$ cat config.mk
export PLATFORM = sky130hd
export DESIGN_NAME = tspi_cmd_decode
export DESIGN_NICKNAME = d
export VERILOG_FILES = /design/src/hdl/tspi_pkg.sv /design/src/hdl/tspi_cmd_decode.sv
export VERILOG_INCLUDE_DIRS = /design/src
export SDC_FILE = /design/constraint.sdc
export NUM_CORES = 1
export LEC_CHECK = 0
export ABC_CLOCK_PERIOD_IN_PS = 4700
export BUFFER_PORTS_ARGS = -buffer_cell sky130_fd_sc_hd__buf_2
export CAP_MARGIN = 20
export CELL_PAD_IN_SITES_DETAIL_PLACEMENT = 1
export CELL_PAD_IN_SITES_GLOBAL_PLACEMENT = 2
export CORE_ASPECT_RATIO = 0.75
export CORE_MARGIN = 2
export CORE_UTILIZATION = 19
export CTS_CLUSTER_DIAMETER = 40
export DETAILED_ROUTE_END_ITERATION = 10
export HOLD_SLACK_MARGIN = 0.05
export PLACE_DENSITY = 0.86
export RECOVER_POWER = 100
export SKIP_CTS_REPAIR_TIMING = 1
export SLEW_MARGIN = 0
export SYNTH_ARGS = -nofsm -noshare
export SYNTH_HDL_FRONTEND = slang
export SYNTH_SLANG_ARGS = --single-unit
$ cat constraint.sdc
create_clock -name clk_i -period 4.7 [get_ports clk_i]
set_clock_uncertainty 0.15 [all_clocks]
set_input_delay 0.235 -clock clk_i [delete_from_list [all_inputs] [get_ports clk_i]]
set_output_delay 0.235 -clock clk_i [all_outputs]
set_load 0.02 [all_outputs]
$ cat src/tspi_cfg.svh
////////////////////
// TSPI response checker configuration
// Widths, command word offsets and byte-count
// constants shared by RTL and testbench
////////////////////

`ifndef TSPI_CFG_SVH
`define TSPI_CFG_SVH

// Datapath widths
`define TSPI_DATA_W 32
`define TSPI_ADDR_W 8
`define TSPI_CNT_W  8
`define TSPI_LEN_W  6
`define TSPI_ID_W   5

// Command word offsets
`define TSPI_OFF_BEGINNING       8'd0
`define TSPI_OFF_BUFFER          8'd1
`define TSPI_OFF_CHANGE_BAUDRATE 8'd2
`define TSPI_OFF_CMD0            8'd3
`define TSPI_OFF_CMD8            8'd4
`define TSPI_OFF_CMD59           8'd5
`define TSPI_OFF_CMD58           8'd6
`define TSPI_OFF_ACMD41          8'd7

// Top of the single-word transparent range
`define TSPI_OFF_RW_MAX 8'd63

// Write transfer byte counts
`define TSPI_CNT_WR_TOKEN     8'd198
`define TSPI_CNT_WR_DATA_RESP 8'd68

// Read transfer byte counts
`define TSPI_CNT_RD_TOKEN 8'd130
`define TSPI_CNT_RD_CRC   8'd129
`define TSPI_CNT_RD_LAST  8'd128

`endif

$ cat src/hdl/tspi_pkg.sv
////////////////////
// TSPI response checker types
// Vector typedefs for the bus and shift register
// fields, and the response-type encoding
////////////////////

`include "tspi_cfg.svh"

package tspi_pkg;

    // Shift-register word, compare value and mask
    typedef logic [`TSPI_DATA_W-1:0] tspi_word_t;

    // Command word offset on the bus
    typedef logic [`TSPI_ADDR_W-1:0] tspi_addr_t;

    // Byte counter of the running command
    typedef logic [`TSPI_CNT_W-1:0] tspi_cnt_t;

    // Response length in bits, minus one
    typedef logic [`TSPI_LEN_W-1:0] tspi_len_t;

    // Bus transaction ID
    typedef logic [`TSPI_ID_W-1:0] tspi_id_t;

    ////////////////////
    // Response types
    ////////////////////

    // How a received frame is judged at its end
    typedef enum logic [2:0] {
        PASSTHROUGH      = 3'd0,
        VALIDATE         = 3'd1,
        ERROR            = 3'd2,
        FINAL            = 3'd3,
        CAUSE_ERROR      = 3'd4,
        CAUSE_VALIDATION = 3'd5,
        CHECK_IF_DATA    = 3'd6
    } resp_type_t;

endpackage

$ cat src/hdl/tspi_cmd_decode.sv
////////////////////
// TSPI command decoder
// Maps the addressed command and byte count to a response
// type, compare value and mask. The type is registered on
// each rising edge of the serial clock.
////////////////////

`timescale 1ns/1ns

`include "tspi_cfg.svh"

module tspi_cmd_decode (
    input  logic                   clk_i,
    input  logic                   rst_n_i,
    input  logic                   tspi_clk_i,
    input  logic                   req_i,
    input  logic                   we_i,
    input  tspi_pkg::tspi_addr_t   addr_i,
    input  tspi_pkg::tspi_cnt_t    cnt_cmd_i,
    input  tspi_pkg::tspi_len_t    len_cmd_i,
    output tspi_pkg::resp_type_t   resp_type_o,
    output tspi_pkg::tspi_word_t   compare_data_o,
    output tspi_pkg::tspi_word_t   compare_mask_o
);

    import tspi_pkg::*;

    resp_type_t resp_type_d;
    resp_type_t resp_type_q;
    tspi_word_t default_mask;
    tspi_word_t base_mask;
    tspi_word_t care_mask;
    logic       tspi_clk_q;
    logic       tspi_edge;

    // Low len_cmd+1 bits set
    assign default_mask = ~({{(`TSPI_DATA_W-1){1'b1}}, 1'b0} << len_cmd_i);

    ////////////////////
    // Command table
    ////////////////////

    always_comb begin
        resp_type_d    = PASSTHROUGH;
        compare_data_o = '0;
        base_mask      = default_mask;
        care_mask      = '1;

        case (addr_i)
            `TSPI_OFF_BEGINNING, `TSPI_OFF_BUFFER: begin
                if (cnt_cmd_i == 8'd1) begin
                    resp_type_d = VALIDATE;
                end
            end
            `TSPI_OFF_CHANGE_BAUDRATE: begin
                resp_type_d = we_i ? VALIDATE : ERROR;
            end
            `TSPI_OFF_CMD0, `TSPI_OFF_CMD59: begin
                // R1 idle bit expected
                resp_type_d    = FINAL;
                compare_data_o = 32'h0000_0001;
                care_mask      = 32'h0000_00FF;
            end
            `TSPI_OFF_CMD8: begin
                if (cnt_cmd_i == 8'd2) begin
                    resp_type_d    = CAUSE_ERROR;
                    compare_data_o = 32'h0100_0001;
                end else begin
                    // Echoed check pattern
                    resp_type_d    = FINAL;
                    compare_data_o = 32'h0000_00AA;
                    care_mask      = 32'h0000_00FF;
                end
            end
            `TSPI_OFF_CMD58: begin
                if (cnt_cmd_i == 8'd2) begin
                    resp_type_d    = CAUSE_ERROR;
                    compare_data_o = 32'h0100_FF80;
                    base_mask      = 32'hFF00_0000;
                end else begin
                    resp_type_d = VALIDATE;
                end
            end
            `TSPI_OFF_ACMD41: begin
                // Polled until the card leaves idle
                case (cnt_cmd_i[2:0])
                    3'd5: begin
                        resp_type_d = PASSTHROUGH;
                    end
                    3'd2: begin
                        resp_type_d    = CAUSE_VALIDATION;
                        compare_data_o = 32'hFFFF_FF00;
                    end
                    default: begin
                        if (cnt_cmd_i == 8'd1) begin
                            resp_type_d    = CAUSE_ERROR;
                            compare_data_o = 32'hFFFF_FF00;
                        end
                    end
                endcase
            end
            default: begin
                if (addr_i <= `TSPI_OFF_RW_MAX && req_i) begin
                    if (we_i) begin
                        // Transparent write
                        case (cnt_cmd_i)
                            `TSPI_CNT_WR_TOKEN: begin
                                resp_type_d    = CAUSE_ERROR;
                                compare_data_o = 32'hFFFF_FF00;
                            end
                            `TSPI_CNT_WR_DATA_RESP: begin
                                // Data response token, accepted = 0b00101
                                resp_type_d    = CAUSE_ERROR;
                                compare_data_o = 32'hFFFF_FF05;
                                base_mask      = 32'h0000_001F;
                            end
                            8'd1: begin
                                resp_type_d = ERROR;
                            end
                            default: begin
                                if (cnt_cmd_i > 8'd1 && cnt_cmd_i < `TSPI_CNT_WR_DATA_RESP) begin
                                    resp_type_d    = CAUSE_VALIDATION;
                                    compare_data_o = 32'hFFFF_FFFF;
                                    base_mask      = 32'h0000_0001;
                                end
                            end
                        endcase
                    end else begin
                        // Transparent read
                        case (cnt_cmd_i)
                            `TSPI_CNT_RD_TOKEN: begin
                                resp_type_d    = CAUSE_ERROR;
                                compare_data_o = 32'hFFFF_FF00;
                            end
                            `TSPI_CNT_RD_CRC, `TSPI_CNT_RD_LAST: begin
                                resp_type_d = PASSTHROUGH;
                            end
                            8'd1: begin
                                resp_type_d = ERROR;
                            end
                            default: begin
                                if (cnt_cmd_i > 8'd1 && cnt_cmd_i < `TSPI_CNT_RD_LAST) begin
                                    resp_type_d = CHECK_IF_DATA;
                                end
                            end
                        endcase
                    end
                end
            end
        endcase
    end

    assign compare_mask_o = base_mask & care_mask;

    ////////////////////
    // Serial clock edge and type register
    ////////////////////

    assign tspi_edge = tspi_clk_i & ~tspi_clk_q;

    always_ff @(posedge clk_i) begin
        if (!rst_n_i) begin
            tspi_clk_q  <= 1'b0;
            resp_type_q <= PASSTHROUGH;
        end else begin
            tspi_clk_q <= tspi_clk_i;
            if (tspi_edge) begin
                resp_type_q <= resp_type_d;
            end
        end
    end

    assign resp_type_o = resp_type_q;

    // Value 3'd7 has no meaning
    a_resp_type_legal: assert property (
        @(posedge clk_i) disable iff (!rst_n_i)
        resp_type_q inside {PASSTHROUGH, VALIDATE, ERROR, FINAL,
                            CAUSE_ERROR, CAUSE_VALIDATION, CHECK_IF_DATA}
    );

endmodule

Word level (Yosys, flattened, before mapping)

Cells that the tools add are included.

Flip-flop bits (word level): 4
Memories: 0
Bits in latches: 0
Bits in read-only memories: 0
Input bits: 27
RAM bits: 0
Word-level logic and storage cells: 69

Bitwise logic cells: 4
Magnitude comparators: 4
Shift-type cells: 1
$mul: 0
Equality and inequality tests: 16
Muxes and demuxes: 31
Div/mod/pow operators: 0
$add $sub $neg: 0
Reduce and logical (&&, ||, !) cells: 11

Operators with widths:

| kind                                                           | count |
|---|---|
| 2-to-1 mux 32 bit                                              | 10 |
| case mux 32 bit (2 select lines)                               | 4 |
| case mux 32 bit (5 select lines)                               | 1 |
| case mux 32 bit (3 select lines)                               | 1 |
| 2-to-1 mux 25 bit                                              | 2 |
| AND 32 bit                                                     | 1 |
| equality test 8 x 3 -> 1 bit (second input constant)           | 4 |
| equality test 8 bit (second input constant)                    | 4 |
| inverter 32 bit                                                | 1 |
| << shifter 32 x 6 -> 32 bit (first input constant)             | 1 |
| equality test 8 x 2 -> 1 bit (second input constant)           | 3 |
| 2-to-1 mux 3 bit                                               | 7 |
| case mux 3 bit (6 select lines)                                | 1 |
| equality test 8 x 1 -> 1 bit (second input constant)           | 2 |
| case mux 3 bit (2 select lines)                                | 2 |
| OR reduction 2 bit                                             | 5 |
| case mux 3 bit (3 select lines)                                | 1 |
| equality test 8 x 7 -> 1 bit (second input constant)           | 1 |
| greater-than comparator 8 x 1 -> 1 bit (second input constant) | 1 |
| <= comparator 8 x 6 -> 1 bit (second input constant)           | 1 |
| logical NOT 8 bit                                              | 1 |
| less-than comparator 8 x 7 -> 1 bit (second input constant)    | 1 |
| less-than comparator 8 bit (second input constant)             | 1 |
| OR reduction 7 bit                                             | 1 |
| 8 further kinds                                                | 10 |

Longest topological paths before layout

Depth in word-level cells: 8
Depth in mapped cells: 7
Mapped depth without buffers: 6

Least setup slack after synthesis

No wires, ideal clock.

Kind: input port to output port
Start point: in cnt_cmd_i[6]
End point: out compare_mask_o[10]
Arrival: 2233 ps
Path slack: 2082 ps
Stages on the path: 6
Buffers on the path: 1
Cells stage by stage: or4_4 -> or3_1 -> buf_2 -> o221ai_4 -> nand3_4 -> nor3b_1

Word-level cells in the longest chain between the ends: 8
Elaborated cells between the ends (all ways): 17
Those cells by class: order compare: 2; eq/ne: 4; mux: 8; bitwise: 1; reduce/logical: 2

RTL lines:

| element                                                                                       | line                   | source |
|---|---|---|
| from (decl)                                                                                   | tspi_cmd_decode.sv:19  | `input tspi_pkg::tspi_cnt_t cnt_cmd_i,` |
| greater-than comparator 8 x 1 -> 1 bit or less-than comparator 8 x 7 -> 1 bit (tied branches) | --                     |  |
| logical AND 1 bit (no line)                                                                   | --                     |  |
| 2-to-1 mux 32 bit                                                                             | tspi_cmd_decode.sv:121 | `` if (cnt_cmd_i > 8'd1 && cnt_cmd_i < `TSPI_CNT_WR_DATA_RESP) begin `` |
| case mux 32 bit (2 select lines)                                                              | tspi_cmd_decode.sv:106 | `case (cnt_cmd_i)` |
| 2-to-1 mux 32 bit                                                                             | tspi_cmd_decode.sv:104 | `if (we_i) begin` |
| 2-to-1 mux 32 bit                                                                             | tspi_cmd_decode.sv:103 | `` if (addr_i <= `TSPI_OFF_RW_MAX && req_i) begin `` |
| case mux 32 bit (2 select lines)                                                              | tspi_cmd_decode.sv:49  | `case (addr_i)` |
| AND 32 bit (*)                                                                                | tspi_cmd_decode.sv:153 | `assign compare_mask_o = base_mask & care_mask;` |
| to (decl)                                                                                     | tspi_cmd_decode.sv:23  | `output tspi_pkg::tspi_word_t compare_mask_o` |

Every way passes the cells marked *; elsewhere a longest branch is shown, timed or not.

Worst setup path in the final report

Start point: in cnt_cmd_i[6]
End point: out compare_mask_o[20]

The elaborated chain is that of the path after synthesis.

==> qor.txt <==
status - finished, final reports clean
Clock transition at path regs - 30 ps
die area - 6676 sq um
Ys Warns - 0
number of global-route vias before repair - 1455
CTS Buf Count - 3
Worst-Margin Slew - 714.1 ps
worst skew pair latency - 210 ps
dominant cell type by area after synthesis - buf_4
placed cell area - 1501 sq um
routed len/inst - 14.56 microns
Clock Power Share - 30.6%
number of flops mapped to enable cells by yosys - 0
worst-path maximum fanout - 8
most frequent cell after synthesis - buf_4
startpoint types - primary input
initial antenna violation count - 0
Crit-path slowest cell - or4_4
drt first pass iters - 4
Max VDD drop - 0.05487 mV
register bit total from synthesis - 4
TritonCTS clock tree - done
DP HPWL - 3976 microns
Switch Pwr - 0.0001048 W
Synth top area share - 15.72%
1st-iter DRT viols - 60
Layout area overhead - 22.71%
# port buffers - 93
most instantiated cells after synthesis - buf_4 (24), a21oi_1 (22), nand2_1 (21)
PwrDens - 164.4 nW/um^2
Slew headroom - 51.89%
IO Count - 94
DRT Wirelength - 4702 microns
critical path's largest stage delay - 560 ps
# rows - 24
Design Area, Final - 1406 sq um
clk buf depth - 2
Primary FF master, synth - dfxtp_1
Sw Ratio - 45.32%
ys async rst share - 0%
Arr. time, crit path - 2810 ps
Tot GR Track Use - 13.44%
worst hold path class - primary input to flip-flop
die width - 93.68 microns
post-synthesis cell area - 1146 sq um
ant diodes - 0
Core ar. - 5826 sq um
Clock Sinks - 4
Power Internal - 0.0001264 W
Vias - 1562
fin crit period - 3192 ps
DRC viols - 0
synth top area cells - buf_4 (16%), a21oi_1 (9.6%), dfxtp_1 (7.0%)
Slew Limit Fails - 0
setup violators final - 0
Worst Setup End Kind - output port
share of layout cells above drive strength 1 - 14.69%
H-tree levels - 1
Synth Net Count - 207
Comb power frac - 53.1%
Fmax - 313.3 MHz
Seq/Total Area, Yosys - 6.987%
grt ovf - 0
ANT nets after route - 0
first-pass GRT wire length - 7355 microns
max-cap viol count - 0
die height - 71.26 microns
Netlist cell types - 50
synthesized instance count - 180
RePlAce Congestion - 0.8378
# nets final - 274
path type of the worst setup path - primary input to output port
Clock Root Buffer - clkbuf_8
setup TNS - 0 ps
Starting Density - 19.67%
syn_area_per_cell - 6.367 sq um
CP Cell Sequence - buf_2 -> or4_4 -> or3_1 -> nor3_1 -> inv_1 -> nand4b_1 -> nor2_1 -> clkbuf_1
RSZ-0062 raised after global routing - false
largest net degree at the start of global routing - 16
Hold Vio Cnt, Final - 0
Flop pwr share - 16.3%
Req. time, crit path - 4320 ps
Vias/cell - 4.836
Leak Pwr - 0.5411 nW
period utilization - 67.91%
==> critical path: cells and delay by family <==
family / cells / cell delay [ps]
buffers and inverters: 3 / 530
AND/OR/NAND/NOR: 5 / 2050
==> cell families after synthesis <==
logic type	count (synthesis)	share of synthesized area, %
AND/OR/NAND/NOR	84	41.81
buffers and inverters	38	20.41
AO/OA/AOI/OAI	53	30.02
flip-flops	4	6.987
XOR/XNOR	1	0.7643
==> path summary, 6_finish.rpt <==
check,startpoint,end,slack [ps],cells after the start
min reg2reg,resp_type_o[1],resp_type_o[1],410,2
min,tspi_clk_i,tspi_clk_q,90,2
max,cnt_cmd_i[6],compare_mask_o[20],1510,8
max reg2reg,tspi_clk_q,resp_type_o[2],3420,4
==> power by group through the flow <==
stage / combinational [W] / sequential (W) / clock, W
after floorplan: 0.0000827 / 0.0000399 / 0
after global placement: 0.000130 / 0.0000379 / 0
after detailed placement: 0.000131 / 0.0000380 / 0
after CTS: 0.000131 / 0.0000376 / 0.0000731
after global routing: 0.000135 / 0.0000378 / 0.0000747
final: 0.000123 / 0.0000376 / 0.0000709
==> registers in the layout, indices dropped and copies added (netlist names) <==
name	count
tspi_clk_q	1
resp_type_o	3
==> routing by layer <==
layer  up-vias  track usage [%]  wire length, microns
met5         -                0                     0
met4         0            2.415                     0
met3         0            1.472                   310
met2        61            19.92                  1991
met1       731            21.04                  2400
li1        770                -                     -
==> cell type report <==
class / instances / area, sq um
Clock buffer: 3 / 41.29
Multi-Input combinational cell: 138 / 775.7
Fill cell: 793 / 4419
Tap cell: 78 / 97.59
Sequential cell: 4 / 80.08
Timing Repair Buffer: 93 / 385.4
Inverter: 7 / 26.28
==> through the flow <==
step	utilization (%)	cells	worst slack [ps]	power [W]	hold slack [ps]
floorplan	-	180	2082	0.0001227	206.7
global placement	25.77	320	1847	0.0001679	304.5
detailed placement	25.77	320	1842	0.0001690	312.7
CTS	26.48	323	1839	0.0002421	91.97
global route	24.14	323	1316	0.0002476	111.3
finish	24.14	323	1508	0.0002313	94.02
==> placed cells by master (no fill, tap or decap), types with 2 or more instances in the layout <==
cell,Yosys,layout
clkbuf_1,5,64
buf_2,1,29
a21oi_1,22,22
nand2_1,21,21
nor3_1,13,14
nor2_1,13,13
o21ai_0,8,9
inv_1,7,7
nand3_1,5,6
nor4_1,4,4
dfxtp_1,4,4
or3_1,3,3
nor2b_1,3,3
o21a_1,3,3
a31oi_1,3,3
clkbuf_8,0,3
nand2b_1,2,2
a311oi_1,2,2
nand4_1,2,2
o31ai_1,2,2
and2_1,3,2
o221ai_1,1,2
a21o_1,2,2
Power figures use the tool's default switching activity.
